File: config.mk
export PLATFORM = sky130hd
export DESIGN_NAME = cpu
export DESIGN_NICKNAME = d
export VERILOG_FILES = /design/src/hdl/ctrl_pkg.sv /design/src/hdl/isa_pkg.sv /design/src/hdl/alu.sv /design/src/hdl/control_unit.sv /design/src/hdl/cpu.sv /design/src/hdl/datapath.sv /design/src/hdl/register_file.sv
export VERILOG_INCLUDE_DIRS = /design/src /design/src/hdl
export SDC_FILE = /design/constraint.sdc
export NUM_CORES = 1
export LEC_CHECK = 0
export BUFFER_PORTS_ARGS = -buffer_cell sky130_fd_sc_hd__buf_2
export CAP_MARGIN = 20
export CORE_MARGIN = 3
export CORE_UTILIZATION = 45
export DETAILED_ROUTE_END_ITERATION = 8
export GPL_ROUTABILITY_DRIVEN = 0
export PLACE_DENSITY = 0.59
export SLEW_MARGIN = 10
export SYNTH_ARGS = -nofsm -noshare
export SYNTH_HDL_FRONTEND = slang
export SYNTH_SLANG_ARGS = --single-unit
File: constraint.sdc
create_clock -name clk -period 5.7 [get_ports clk]
set_input_delay 0.285 -clock clk [delete_from_list [all_inputs] [get_ports clk]]
set_output_delay 0.285 -clock clk [all_outputs]
set_load 0.02 [all_outputs]
File: src/hdl/cpu_consts.svh
`ifndef CPU_CONSTS_SVH
`define CPU_CONSTS_SVH

// Data and address width
`define CPU_WORD_BITS    16

// General register count and index width
`define CPU_NUM_REGS     4
`define CPU_REG_IDX_BITS 2

// First fetch address after reset
`define CPU_RESET_PC     16'h0000

`endif

File: src/hdl/ctrl_pkg.sv
package ctrl_pkg;

    typedef enum logic [2:0] {
        IF_1,
        IF_2,
        ID,
        EX_1,
        EX_2,
        MEM_1,
        MEM_2,
        WB
    } state_e;

    // ALU_FUNC defers to func, or to opcode for ori, lhi and branch targets
    typedef enum logic [1:0] {
        ALU_ADD  = 2'b00,
        ALU_SUB  = 2'b01,
        ALU_FUNC = 2'b10
    } alu_op_e;

    typedef enum logic {
        SRC_A_PC  = 1'b0,
        SRC_A_REG = 1'b1
    } src_a_e;

    typedef enum logic [1:0] {
        SRC_B_REG  = 2'b00,
        SRC_B_ONE  = 2'b01,
        SRC_B_SEXT = 2'b10,
        SRC_B_ZEXT = 2'b11
    } src_b_e;

    typedef enum logic [1:0] {
        PC_SRC_ALU     = 2'b00,
        PC_SRC_ALU_OUT = 2'b01,
        PC_SRC_JUMP    = 2'b10
    } pc_src_e;

endpackage

File: src/hdl/isa_pkg.sv
`include "cpu_consts.svh"

package isa_pkg;

    typedef logic [`CPU_WORD_BITS-1:0]    word_t;
    typedef logic [`CPU_REG_IDX_BITS-1:0] reg_idx_t;

    // Instruction bits 15..12
    typedef enum logic [3:0] {
        OP_BNE = 4'd0,
        OP_BEQ = 4'd1,
        OP_BGZ = 4'd2,
        OP_BLZ = 4'd3,
        OP_ADI = 4'd4,
        OP_ORI = 4'd5,
        OP_LHI = 4'd6,
        OP_LWD = 4'd7,
        OP_SWD = 4'd8,
        OP_JMP = 4'd9,
        OP_JAL = 4'd10,
        OP_ALU = 4'd15
    } opcode_e;

    // jpr, jrl, wwd and hlt sit on the R-type opcode, func tells them apart
    localparam opcode_e OP_JPR_GROUP = OP_ALU;

    // Instruction bits 5..0
    typedef enum logic [5:0] {
        FN_ADD = 6'd0,
        FN_SUB = 6'd1,
        FN_AND = 6'd2,
        FN_ORR = 6'd3,
        FN_NOT = 6'd4,
        FN_TCP = 6'd5,
        FN_SHL = 6'd6,
        FN_SHR = 6'd7,
        FN_JPR = 6'd25,
        FN_JRL = 6'd26,
        FN_WWD = 6'd28,
        FN_HLT = 6'd29
    } func_e;

    // jal and jrl write the return address here
    localparam reg_idx_t LINK_REG = 2'd2;

endpackage

File: src/hdl/alu.sv
`timescale 1ns/1ns

module alu import isa_pkg::*, ctrl_pkg::*; (
    input  word_t   a,
    input  word_t   b,
    input  alu_op_e alu_op,
    input  func_e   func,
    input  opcode_e opcode,
    output word_t   result,
    output logic    bcond
);

    word_t func_result;

    always_comb begin
        case (opcode)
            OP_ORI: func_result = a | b;
            OP_LHI: func_result = b << 8;
            // Branch target, a is pc and b the offset
            OP_BNE, OP_BEQ, OP_BGZ, OP_BLZ: func_result = a + b + word_t'(1);
            default: begin
                case (func)
                    FN_ADD:  func_result = a + b;
                    FN_SUB:  func_result = a - b;
                    FN_AND:  func_result = a & b;
                    FN_ORR:  func_result = a | b;
                    FN_NOT:  func_result = ~a;
                    FN_TCP:  func_result = ~a + word_t'(1);
                    FN_SHL:  func_result = a << 1;
                    // Arithmetic shift keeps the sign
                    FN_SHR:  func_result = word_t'($signed(a) >>> 1);
                    default: func_result = a + b;
                endcase
            end
        endcase
    end

    always_comb begin
        case (alu_op)
            ALU_ADD:  result = a + b;
            ALU_SUB:  result = a - b;
            ALU_FUNC: result = func_result;
            default:  result = a + b;
        endcase
    end

    // High means the branch is taken
    always_comb begin
        case (opcode)
            OP_BNE:  bcond = (a != b);
            OP_BEQ:  bcond = (a == b);
            OP_BGZ:  bcond = ($signed(a) > 0);
            OP_BLZ:  bcond = ($signed(a) < 0);
            default: bcond = 1'b0;
        endcase
    end

endmodule

File: src/hdl/control_unit.sv
`timescale 1ns/1ns

module control_unit import isa_pkg::*, ctrl_pkg::*; (
    input  logic    clk,
    input  logic    reset_n,
    input  opcode_e opcode,
    input  func_e   func,
    input  logic    bcond,
    output logic    pc_write,
    output logic    pc_write_cond,
    output logic    i_or_d,
    output logic    read_m,
    output logic    write_m,
    output logic    ir_write,
    output logic    mem_to_reg,
    output logic    reg_write,
    output logic    pc_to_reg,
    output logic    output_en,
    output logic    halted,
    output logic    new_inst,
    output src_a_e  src_a,
    output src_b_e  src_b,
    output alu_op_e alu_op,
    output pc_src_e pc_src
);

    state_e state;
    state_e next_state;

    logic is_rtype;
    logic is_itype;
    logic is_zext_imm;
    logic is_load;
    logic is_store;
    logic is_branch;
    logic is_jump;
    logic is_link;
    logic is_wwd;
    logic is_hlt;

    //////////////////////////////
    // Instruction classes
    always_comb begin
        is_rtype    = 1'b0;
        is_itype    = 1'b0;
        is_zext_imm = 1'b0;
        is_load     = 1'b0;
        is_store    = 1'b0;
        is_branch   = 1'b0;
        is_jump     = 1'b0;
        is_link     = 1'b0;
        is_wwd      = 1'b0;
        is_hlt      = 1'b0;
        case (opcode)
            OP_ADI: is_itype = 1'b1;
            OP_ORI, OP_LHI: begin
                is_itype    = 1'b1;
                is_zext_imm = 1'b1;
            end
            OP_LWD: is_load = 1'b1;
            OP_SWD: is_store = 1'b1;
            OP_BNE, OP_BEQ, OP_BGZ, OP_BLZ: is_branch = 1'b1;
            OP_JMP: is_jump = 1'b1;
            OP_JAL: begin
                is_jump = 1'b1;
                is_link = 1'b1;
            end
            // Shared with the register jump group
            OP_ALU: begin
                case (func)
                    FN_ADD, FN_SUB, FN_AND, FN_ORR,
                    FN_NOT, FN_TCP, FN_SHL, FN_SHR: is_rtype = 1'b1;
                    FN_JPR: is_jump = 1'b1;
                    FN_JRL: begin
                        is_jump = 1'b1;
                        is_link = 1'b1;
                    end
                    FN_WWD: is_wwd = 1'b1;
                    FN_HLT: is_hlt = 1'b1;
                    default: ;
                endcase
            end
            default: ;
        endcase
    end

    //////////////////////////////
    // State register
    always_ff @(posedge clk) begin
        if (!reset_n) begin
            state <= IF_1;
        end else begin
            state <= next_state;
        end
    end

    always_comb begin
        next_state = IF_1;
        case (state)
            IF_1: next_state = IF_2;
            IF_2: next_state = ID;
            ID:   next_state = EX_1;
            EX_1: begin
                if (is_hlt) begin
                    next_state = EX_1;
                end else if (is_jump) begin
                    next_state = IF_1;
                end else if (is_branch) begin
                    // Taken branch needs a second cycle for the target
                    next_state = bcond ? EX_2 : IF_1;
                end else if (is_load || is_store) begin
                    next_state = MEM_1;
                end else begin
                    next_state = WB;
                end
            end
            EX_2:  next_state = IF_1;
            MEM_1: next_state = MEM_2;
            MEM_2: next_state = is_load ? WB : IF_1;
            WB:    next_state = IF_1;
            default: next_state = IF_1;
        endcase
    end

    //////////////////////////////
    // Strobes per state
    always_comb begin
        pc_write      = 1'b0;
        pc_write_cond = 1'b0;
        i_or_d        = 1'b0;
        read_m        = 1'b0;
        write_m       = 1'b0;
        ir_write      = 1'b0;
        mem_to_reg    = 1'b0;
        reg_write     = 1'b0;
        pc_to_reg     = 1'b0;
        output_en     = 1'b0;
        // ALU idles on pc + 1
        src_a         = SRC_A_PC;
        src_b         = SRC_B_ONE;
        alu_op        = ALU_ADD;
        pc_src        = PC_SRC_ALU;
        case (state)
            IF_1: read_m = 1'b1;
            IF_2: ir_write = 1'b1;
            EX_1: begin
                if (is_rtype) begin
                    src_a  = SRC_A_REG;
                    src_b  = SRC_B_REG;
                    alu_op = ALU_FUNC;
                end else if (is_itype) begin
                    src_a  = SRC_A_REG;
                    src_b  = is_zext_imm ? SRC_B_ZEXT : SRC_B_SEXT;
                    alu_op = is_zext_imm ? ALU_FUNC : ALU_ADD;
                end else if (is_load || is_store) begin
                    src_a = SRC_A_REG;
                    src_b = SRC_B_SEXT;
                end else if (is_branch) begin
                    // alu_out still holds pc + 1 from ID
                    src_a         = SRC_A_REG;
                    src_b         = SRC_B_REG;
                    alu_op        = ALU_SUB;
                    pc_write_cond = 1'b1;
                    pc_src        = PC_SRC_ALU_OUT;
                end else if (is_jump) begin
                    pc_write  = 1'b1;
                    pc_src    = PC_SRC_JUMP;
                    reg_write = is_link;
                    pc_to_reg = is_link;
                end
                output_en = is_wwd;
            end
            EX_2: begin
                // pc + 1 + offset
                src_b    = SRC_B_SEXT;
                alu_op   = ALU_FUNC;
                pc_write = 1'b1;
            end
            MEM_1: begin
                i_or_d  = 1'b1;
                read_m  = is_load;
                write_m = is_store;
            end
            MEM_2: pc_write = is_store;
            WB: begin
                pc_write   = 1'b1;
                reg_write  = is_rtype || is_itype || is_load;
                mem_to_reg = is_load;
            end
            default: ;
        endcase
    end

    assign halted   = (state == EX_1) && is_hlt;
    assign new_inst = (state == IF_1);

    // One memory access per cycle
    assert property (@(posedge clk) disable iff (!reset_n) !(read_m && write_m));

    // Only reset leaves the halt state
    assert property (@(posedge clk) disable iff (!reset_n) halted |=> halted);

endmodule

File: src/hdl/cpu.sv
`timescale 1ns/1ns

module cpu import isa_pkg::*, ctrl_pkg::*; (
    input  logic  clk,
    input  logic  reset_n,
    output word_t address,
    output logic  read_m,
    output logic  write_m,
    output word_t write_data,
    input  word_t read_data,
    output word_t output_port,
    output logic  output_valid,
    output logic  halted,
    output logic  new_inst
);

    opcode_e opcode;
    func_e   func;
    logic    bcond;
    logic    pc_write;
    logic    pc_write_cond;
    logic    i_or_d;
    logic    ir_write;
    logic    mem_to_reg;
    logic    reg_write;
    logic    pc_to_reg;
    src_a_e  src_a;
    src_b_e  src_b;
    alu_op_e alu_op;
    pc_src_e pc_src;

    control_unit control_unit_i (
        .clk           (clk),
        .reset_n       (reset_n),
        .opcode        (opcode),
        .func          (func),
        .bcond         (bcond),
        .pc_write      (pc_write),
        .pc_write_cond (pc_write_cond),
        .i_or_d        (i_or_d),
        .read_m        (read_m),
        .write_m       (write_m),
        .ir_write      (ir_write),
        .mem_to_reg    (mem_to_reg),
        .reg_write     (reg_write),
        .pc_to_reg     (pc_to_reg),
        .output_en     (output_valid),
        .halted        (halted),
        .new_inst      (new_inst),
        .src_a         (src_a),
        .src_b         (src_b),
        .alu_op        (alu_op),
        .pc_src        (pc_src)
    );

    // wwd strobe doubles as the output port valid
    datapath datapath_i (
        .clk           (clk),
        .reset_n       (reset_n),
        .pc_write      (pc_write),
        .pc_write_cond (pc_write_cond),
        .i_or_d        (i_or_d),
        .read_m        (read_m),
        .write_m       (write_m),
        .ir_write      (ir_write),
        .mem_to_reg    (mem_to_reg),
        .reg_write     (reg_write),
        .pc_to_reg     (pc_to_reg),
        .output_en     (output_valid),
        .src_a         (src_a),
        .src_b         (src_b),
        .alu_op        (alu_op),
        .pc_src        (pc_src),
        .read_data     (read_data),
        .opcode        (opcode),
        .func          (func),
        .bcond         (bcond),
        .address       (address),
        .write_data    (write_data),
        .output_port   (output_port)
    );

endmodule

File: src/hdl/datapath.sv
`timescale 1ns/1ns

`include "cpu_consts.svh"

module datapath import isa_pkg::*, ctrl_pkg::*; (
    input  logic    clk,
    input  logic    reset_n,
    input  logic    pc_write,
    input  logic    pc_write_cond,
    input  logic    i_or_d,
    input  logic    read_m,
    input  logic    write_m,
    input  logic    ir_write,
    input  logic    mem_to_reg,
    input  logic    reg_write,
    input  logic    pc_to_reg,
    input  logic    output_en,
    input  src_a_e  src_a,
    input  src_b_e  src_b,
    input  alu_op_e alu_op,
    input  pc_src_e pc_src,
    input  word_t   read_data,
    output opcode_e opcode,
    output func_e   func,
    output logic    bcond,
    output word_t   address,
    output word_t   write_data,
    output word_t   output_port
);

    word_t    pc;
    word_t    ir;
    word_t    mdr;
    word_t    reg_a;
    word_t    reg_b;
    word_t    alu_out;
    word_t    alu_a;
    word_t    alu_b;
    word_t    alu_result;
    word_t    rf_read_1;
    word_t    rf_read_2;
    word_t    rf_write_data;
    word_t    imm_sext;
    word_t    imm_zext;
    word_t    jump_target;
    word_t    pc_next;
    reg_idx_t write_idx;
    logic     read_pending;
    logic     pc_update;

    //////////////////////////////
    // Instruction fields
    assign opcode   = opcode_e'(ir[15:12]);
    assign func     = func_e'(ir[5:0]);
    assign imm_sext = {{8{ir[7]}}, ir[7:0]};
    assign imm_zext = {8'h00, ir[7:0]};

    // jpr and jrl jump to rs, jmp and jal stay in the current 4K page
    assign jump_target = (opcode == OP_JPR_GROUP) ? reg_a : {pc[15:12], ir[11:0]};

    always_ff @(posedge clk) begin
        if (!reset_n) begin
            pc           <= `CPU_RESET_PC;
            ir           <= '0;
            read_pending <= 1'b0;
        end else begin
            read_pending <= read_m;
            if (pc_update) begin
                pc <= pc_next;
            end
            if (ir_write) begin
                ir <= read_data;
            end
        end
    end

    always_ff @(posedge clk) begin
        reg_a   <= rf_read_1;
        reg_b   <= rf_read_2;
        alu_out <= alu_result;
        // Memory answers one cycle after the strobe
        if (read_pending) begin
            mdr <= read_data;
        end
    end

    //////////////////////////////
    // Operand and pc selection
    assign alu_a = (src_a == SRC_A_REG) ? reg_a : pc;

    always_comb begin
        case (src_b)
            SRC_B_REG:  alu_b = reg_b;
            SRC_B_ONE:  alu_b = word_t'(1);
            SRC_B_SEXT: alu_b = imm_sext;
            SRC_B_ZEXT: alu_b = imm_zext;
            default:    alu_b = reg_b;
        endcase
    end

    always_comb begin
        case (pc_src)
            PC_SRC_ALU:     pc_next = alu_result;
            PC_SRC_ALU_OUT: pc_next = alu_out;
            PC_SRC_JUMP:    pc_next = jump_target;
            default:        pc_next = alu_result;
        endcase
    end

    // Conditional write fires on a branch that falls through
    assign pc_update = pc_write || (pc_write_cond && !bcond);

    //////////////////////////////
    // Write-back
    // Link value is pc + 1, left in alu_out by ID
    assign rf_write_data = mem_to_reg ? mdr : alu_out;

    always_comb begin
        if (pc_to_reg) begin
            write_idx = LINK_REG;
        end else if (opcode == OP_ALU) begin
            write_idx = ir[7:6];
        end else begin
            write_idx = ir[9:8];
        end
    end

    assign address     = i_or_d ? alu_out : pc;
    assign write_data  = write_m ? reg_b : '0;
    assign output_port = output_en ? reg_a : '0;

    register_file register_file_i (
        .clk         (clk),
        .reset_n     (reset_n),
        .read_idx_1  (ir[11:10]),
        .read_idx_2  (ir[9:8]),
        .write_idx   (write_idx),
        .write_en    (reg_write),
        .write_data  (rf_write_data),
        .read_data_1 (rf_read_1),
        .read_data_2 (rf_read_2)
    );

    alu alu_i (
        .a      (alu_a),
        .b      (alu_b),
        .alu_op (alu_op),
        .func   (func),
        .opcode (opcode),
        .result (alu_result),
        .bcond  (bcond)
    );

endmodule

File: src/hdl/register_file.sv
`timescale 1ns/1ns

`include "cpu_consts.svh"

module register_file import isa_pkg::*; (
    input  logic     clk,
    input  logic     reset_n,
    input  reg_idx_t read_idx_1,
    input  reg_idx_t read_idx_2,
    input  reg_idx_t write_idx,
    input  logic     write_en,
    input  word_t    write_data,
    output word_t    read_data_1,
    output word_t    read_data_2
);

    word_t regs [`CPU_NUM_REGS];

    always_ff @(posedge clk) begin
        if (!reset_n) begin
            for (int i = 0; i < `CPU_NUM_REGS; i++) begin
                regs[i] <= '0;
            end
        end else if (write_en) begin
            regs[write_idx] <= write_data;
        end
    end

    // Reads see the old value during a write
    assign read_data_1 = regs[read_idx_1];
    assign read_data_2 = regs[read_idx_2];

endmodule

# Word level (Yosys, flattened, before mapping)

Memories as Yosys holds them, arrays and structs flattened. A register that Yosys moved wholly into a read port is not among the register bits.
Index checks and enable logic that the tools add are counted.

Register bits: 68
Bits in writable memories: 64
Logic and storage cells: 165
Memories kept: 1

Add/sub/neg operators: 4
$lt $le $gt $ge: 2
Eq/ne operators: 39
Mux-type cells: 89
Bitwise gates (word level): 3
Reductions and logical operators: 20

Memories:

| name                            | words | bits a word | read ports | clocked after memory_dff | write ports | line                | source |
|---|---|---|---|---|---|---|---|
| datapath_i.register_file_i.regs | 4     | 16          | 2          | 2                        | 4           | register_file.sv:17 | `` word_t regs [`CPU_NUM_REGS]; `` |

Operators by type and width:

| kind                                                                              | number |
|---|---|
| 16-bit two-way mux                                                                | 7 |
| 16-bit one-hot mux with 7 select lines                                            | 1 |
| 16-bit one-hot mux with 2 select lines                                            | 2 |
| 16-bit one-hot mux with 4 select lines                                            | 1 |
| 16-bit one-hot mux with 3 select lines                                            | 1 |
| 1-bit two-way mux                                                                 | 46 |
| 2-bit two-way mux                                                                 | 17 |
| 16-bit by 1-bit adder with 16-bit output (second input constant)                  | 2 |
| 6-bit by 3-bit == test with 1-bit output (second input constant)                  | 4 |
| 6-bit by 5-bit == test with 1-bit output (second input constant)                  | 4 |
| 3-bit one-hot mux with 7 select lines                                             | 1 |
| 16-bit adder                                                                      | 1 |
| 16-bit bitwise AND                                                                | 1 |
| 16-bit == test                                                                    | 1 |
| 4-bit by 3-bit == test with 1-bit output (second input constant)                  | 4 |
| 4-bit == test (second input constant)                                             | 4 |
| 16-bit by 1-bit greater-than comparator with 1-bit output (second input constant) | 1 |
| 16-bit by 1-bit < comparator with 1-bit output (second input constant)            | 1 |
| 16-bit inequality test                                                            | 1 |
| 16-bit inverter                                                                   | 1 |
| 16-bit bitwise OR                                                                 | 1 |
| 16-bit OR reduction                                                               | 1 |
| 16-bit subtractor                                                                 | 1 |
| 3-bit two-way mux                                                                 | 5 |
| other kinds (26)                                                                  | 48 |

# Logic depth before layout (Yosys ltp)

Depth after elaboration: 17
Mapped depth: 22
Mapped depth without buffers: 19

# Hierarchy

Synthesis repeated with hierarchy kept, for this count alone.

Cells, all modules: 1323
Area total of the unflattened synthesis: 12609.6 um^2

Modules (own cells, without submodules):

| module        | times used | cells an instance | area an instance (um^2) |
|---|---|---|---|
| alu           | 1          | 666               | 4614.4 |
| datapath      | 1          | 388               | 4139.0 |
| register_file | 1          | 186               | 3273.1 |
| control_unit  | 1          | 83                | 583.1 |

# Worst setup path after synthesis

Ideal clock, no wire load.

Path kind: register to register
Start: register datapath_i.ir[15]
End: register datapath_i.pc[15]
Data arrival time: 5.006 ns
Required time: 5.617 ns
Path slack: 0.611 ns
Stages on the path, launching flop included: 20
Path buffers: 1
Clock period less this slack: 5.089 ns
Cells stage by stage: dfxtp_1 > clkbuf_1 > or4b_2 > nand2_1 > nor2_1 > nand2_1 > o22a_1 > ha_1 > inv_1 > fa_1 > nor2b_2 > o2111a_1 > nor3_1 > nor4_2 > or4b_1 > nor3_2 > a311oi_1 > a2111oi_0 > nor2_1 > o221ai_1

Word-level cells in the longest chain between the ends: 16
Elaborated cells between the ends (all ways): 88
Classes of those cells: 4 x add/sub; 2 x order compare; 21 x eq/ne; 47 x mux; 3 x bitwise; 11 x reduce/logical

RTL lines:

| element                                               | line           | source |
|---|---|---|
| start: declaration                                    | datapath.sv:32 | `word_t ir;` |
| start signal: assignment                              | datapath.sv:72 | `ir <= read_data;` |
| branches (longest 16 deep; another with 16-bit adder) | n/a            |  |
| end signal: assignment                                | datapath.sv:63 | `` pc <= `CPU_RESET_PC; `` |
| end signal: assignment                                | datapath.sv:69 | `pc <= pc_next;` |
| end: declaration                                      | datapath.sv:31 | `word_t pc;` |

Parallel ways; which one is timed is not known.
A chain may end at the register's enable or synchronous reset.

# Final worst setup path

Start: register datapath_i.ir[15]
End: register datapath_i.pc[13]

Elaborated cells between the ends (all ways): 88
Classes of those cells: 4 x add/sub; 2 x order compare; 21 x eq/ne; 47 x mux; 3 x bitwise; 11 x reduce/logical

RTL lines:

| element                                                                                                   | line                                 | source |
|---|---|---|
| 4-bit by 1-bit == test with 1-bit output (tied with other cells)                                          | alu.sv:16, control_unit.sv:54        |  |
| 4-bit OR reduction                                                                                        | alu.sv:16, control_unit.sv:54        |  |
| 1-bit two-way mux                                                                                         | control_unit.sv:54                   | `case (opcode)` |
| 1-bit two-way mux                                                                                         | control_unit.sv:158                  | `end else if (is_branch) begin` |
| 2-bit two-way mux / 1-bit two-way mux (equally long branches)                                             | control_unit.sv:155                  | `end else if (is_load \|\| is_store) begin` |
| 2-bit two-way mux / 1-bit two-way mux (equally long branches)                                             | control_unit.sv:151                  | `end else if (is_itype) begin` |
| 2-bit two-way mux / 1-bit two-way mux (equally long branches)                                             | control_unit.sv:147                  | `if (is_rtype) begin` |
| 2-bit one-hot mux with 2 select lines / 1-bit two-way mux (equally long branches)                         | control_unit.sv:143                  | `case (state)` |
| 2-bit == test (tied with other cells)                                                                     | datapath.sv:92                       | `case (src_b)` |
| 16-bit one-hot mux with 4 select lines / 16-bit inverter (equally long branches)                          | datapath.sv:92, alu.sv:27, alu.sv:28 |  |
| 16-bit adder (tied with other cells)                                                                      | n/a                                  |  |
| 16-bit by 1-bit adder with 16-bit output / 16-bit one-hot mux with 7 select lines (equally long branches) | alu.sv:20, alu.sv:22                 |  |
| 16-bit one-hot mux with 3 select lines                                                                    | alu.sv:16                            | `case (opcode)` |
| 16-bit one-hot mux with 2 select lines *                                                                  | alu.sv:39                            | `case (alu_op)` |
| net datapath_i.alu_i.result[13]                                                                           | alu.sv:9                             | `output word_t result,` |
| 16-bit one-hot mux with 2 select lines *                                                                  | datapath.sv:102                      | `case (pc_src)` |

Mark *: on every way through the listed nets, which the timed path passes. The rest lies on a longest branch.

==> out/results.env <==
DESIGN.DIE.AREA_MM2=0.0289
TIMING.FMAX_GHz=0.185
FLOORPLAN.INITIALDENSITY_PCT=46.1
SYNTHTOPCELLSBYAREA='sky130_fd_sc_hd__edfxtp_1, sky130_fd_sc_hd__dfxtp_1, sky130_fd_sc_hd__mux4_2, sky130_fd_sc_hd__ha_1, sky130_fd_sc_hd__nand2_1'
GLOBAL_ROUTE.USAGE.TOTAL_PCT=30.3
POWER.SHARE.CLOCK_PCT=37.1
YS_SEQ_AREA_SHARE_PCT=33.8
MAX-CLOCK-PATH-BUFFERS=2
NETLIST.AREA_LEADER.SHARE_PCT=19.9
YOSYS_REGISTER_BITS=164
TOTALNEGATIVESETUPSLACK_NS=0
DATA_REQUIRED_TIME_OF_THE_CRITICAL_PATH_NS=6.08
DIE_W_UM=170
FINAL_PERIOD_MINUS_WORST_SETUP_SLACK_NS=5.41
GRT_OVERFLOW_TOTAL=0
FINISH.NET_COUNT=1477
CLOCK_SKEW_NS=0.0127
FIRST_ITER_VIOLATIONS=1616
HP-CLASS='primary input to register'
AREA.GROWTH.SYNTH_TO_FINAL_PCT=11.3
ROUTED_WL_MM=44.5
SETUP.WORST_PATH.START_CLASS='register'
CLOCKROOTBUFFER='sky130_fd_sc_hd__clkbuf_16'
CP_COMMON_CELL='sky130_fd_sc_hd__nand2_1'
MAXCAPVIOLATIONS=0
TRITONCTS='yes'
SETUP_VIOL_COUNT_FINAL=0
FLOORPLAN.IO_PINS=71
POWER.DENSITY_CELL_AREA_mW_PER_MM2=245
FINALMAXSLEWVIOLATIONS=0
LAYOUT.CORE_UTILIZATION_PCT=51.3
NUM_VIAS=11404
DIE_Y_UM=170
FINAL_LAYOUT_SIZE_SUFFIX_GT1_SHARE_PCT=17.9
POWER_SWITCHING_SHARE_PCT=31.8
R2R.WORST_PATH.CELLS=16
GRT_PASS1_VIAS=10736
CRIT_CHAIN='or4b_2 > nand2_1 > a21oi_1 > o21ai_0 > inv_1 > ha_1 > a211oi_2 > o31ai_4 > o211a_1 > a311oi_2 > nand2_1 > or4_1 > nor3_1 > o31ai_2 > a221oi_2 > a211o_1'
CORE_AREA_MM2=0.0262
SYNTH_ENABLE_FLOP_CELLS=80
REMAINING_DRC_ERRORS=0
TRITONCTS.NUM_BUFFERS=17
INITIAL_ANTENNA_VIOLATION_COUNT=0
YOSYSTOPAREACELL='sky130_fd_sc_hd__edfxtp_1'
SYNTH_INSTANCES=1363
TIMING.FINAL.CRIT_SHARE_PCT=94.8
SYNTH_CELL_TYPES=95
CRITICAL_PATH.ENDPOINT_TYPE='register'
SEQ_POWER_SHARE_PCT=41.7
CP_SLOWEST_CELL='sky130_fd_sc_hd__or4b_2'
GRT_SETUP_UNREPAIRED='no'
PORTBUFFERS=70
SLOWEST_DELAY_NS=0.72
POWER_SWITCHING_mW=1.05
GRT_START_MAX_NET_PINS=36
P_LEAK_nW=5.19
CTS_MAX_LEVEL=4
MAPPEDNETLISTAREA_MM2=0.0121
POWER_mW=3.30
SYNTH_WARNINGS=0
CLOCK_LATENCY_NS=0.43
WORSTPATHMAXFANOUT=8
CRIT_TYPE='register to register'
HOLD_PATH_STAGES=1
MAX-SLEW-MARGIN-REL_PCT=30.8
CLK_TRANSITION_REPORTED_PATHS_NS=0.08
NUM_ANTENNA_CELLS=0
YOSYS_MOST_USED_DFF='sky130_fd_sc_hd__dfxtp_1'
POSTSYNTHNETCOUNT=1436
FINAL_HOLD_VIOL_COUNT=0
YOSYS-TOP-CELLS-COUNT='sky130_fd_sc_hd__nand2_1, sky130_fd_sc_hd__nor2_1, sky130_fd_sc_hd__a21oi_1, sky130_fd_sc_hd__dfxtp_1, sky130_fd_sc_hd__edfxtp_1'
GRT_PASS1_WL_MM=66.2
PINT_mW=2.25
CTS_NUM_SINKS=164
DP_HPWL_MM=33.4
WORST_IR_DROP_VDD_mV=0.191
WORST_EP_ARRIVAL_TIME_NS=5.78
VIASPERCELL=6.51
ANTENNA_LEFT=0
SYNTHMOSTINSTANTIATEDCELL='sky130_fd_sc_hd__nand2_1'
DETAILEDROUTE.FIRSTPASSITERATIONCOUNT=6
RUN_STATUS='completed'
TIGHTEST_SLEW_NS=1.03
CTS.REPAIR_TIMING.SETUP_BUFFER_COUNT=0
SYNTH.AVG_CELL_AREA_UM2=8.87
ROWS=59
ASR_FLOP_RATIO_SYNTH_PCT=0
POST_DRT_WL_PER_CELL_UM=25.4
COMBINATIONAL_POWER_SHARE_PCT=21.2
==> power groups by stage <==
stage | logic (mW) | registers (mW) | clock network (mW)
2_1_floorplan | 0.478 | 1.36 | 0
3_3_place_gp | 0.677 | 1.40 | 0
3_5_place_dp | 0.671 | 1.40 | 0
4_1_cts | 0.676 | 1.37 | 1.23
5_1_grt | 0.741 | 1.38 | 1.28
6_report | 0.700 | 1.38 | 1.23
==> critical path: cells and delay by family (launching register included) <==
| kind | cells | cell delay, ns |
|---|---|---|
| AOI/OAI and AO/OA | 9 | 2.40 |
| and+or+nand+nor | 5 | 1.88 |
| DFF | 1 | 0.49 |
| adders and majority gates | 1 | 0.38 |
| buffers and inverters | 1 | 0.20 |
==> registers in the layout (all words and copies together), names as in the netlist <==
register,count
datapath_i.register_file_i.regs,64
datapath_i.reg_b,16
datapath_i.ir,16
datapath_i.mdr,16
datapath_i.reg_a,16
datapath_i.read_pending,1
datapath_i.alu_out,16
control_unit_i.state,3
datapath_i.pc,16
==> timing repair <==
action	in CTS	in global routing
hold endpoints to repair	0	0
gates resized for setup	0	4
setup endpoints to repair	0	5
hold buffers	0	0
==> cell families after synthesis <==
| family | synth area share, % |
|---|---|
| mux | 9.28 |
| flops | 33.8 |
| xor+xnor | 2.97 |
| buf+inv | 5.60 |
| compound gates | 23.2 |
| simple gates | 19.3 |
| fa+ha+maj | 5.82 |
==> routing by layer <==
metal / routed length (um) / track usage, %
met1: 18400 / 41.0
met2: 20300 / 49.0
met3: 4090 / 4.97
met4: 1720 / 11.3
met5: 0 / 0
==> final timing paths <==
path / startpoint / slack, ns / endpoint
hold reg to reg: datapath_i.pc[5] / 0.51 / datapath_i.pc[5]
hold / removal: read_data[1] / 0.04 / datapath_i.mdr[1]
setup / recovery: datapath_i.ir[15] / 0.29 / datapath_i.pc[13]
setup reg to reg: datapath_i.ir[15] / 0.29 / datapath_i.pc[13]
==> through the flow <==
stage | worst slack, ns | std cells | area (um^2) | hold WS [ns]
6_report | 0.294 | 1752 | 13500 | 0.0434
4_1_cts | 0.288 | 1752 | 13400 | 0.0337
5_1_grt | 0.0190 | 1752 | 13500 | 0.0416
3_5_place_dp | 0.317 | 1720 | 12800 | 0.481
2_1_floorplan | 0.611 | 1363 | 12100 | 0.384
3_3_place_gp | 0.453 | 1719 | 12800 | 0.465
==> placed cells by master (no fill, tap or decap), types with 19 or more instances in the layout <==
cell                          n
sky130_fd_sc_hd__xnor2_1     36
sky130_fd_sc_hd__nand3_1     31
sky130_fd_sc_hd__o21ai_0     56
sky130_fd_sc_hd__edfxtp_1    80
sky130_fd_sc_hd__mux2i_1     22
sky130_fd_sc_hd__buf_4       47
sky130_fd_sc_hd__dfxtp_1     84
sky130_fd_sc_hd__nor2_1     140
sky130_fd_sc_hd__a21oi_1     83
sky130_fd_sc_hd__o2111ai_1   19
sky130_fd_sc_hd__a221oi_1    25
sky130_fd_sc_hd__nand2_1    156
sky130_fd_sc_hd__and2_1      37
sky130_fd_sc_hd__mux4_2      32
sky130_fd_sc_hd__nor3_1      21
sky130_fd_sc_hd__ha_1        52
sky130_fd_sc_hd__inv_1       64
sky130_fd_sc_hd__buf_2       70
sky130_fd_sc_hd__nand2b_1    22
==> area by class of cell <==
| cell class | count | area (um^2) |
|---|---|---|
| Clock buffer | 17 | 425 |
| Clock inverter | 15 | 194 |
| Fill cell | 2486 | 12800 |
| Inverter | 73 | 274 |
| Multi-Input combinational cell | 1031 | 7350 |
| Sequential cell | 164 | 4080 |
| Tap cell | 335 | 419 |
| Timing Repair Buffer | 117 | 703 |
Note: power is estimated with default switching activity, not from simulation.
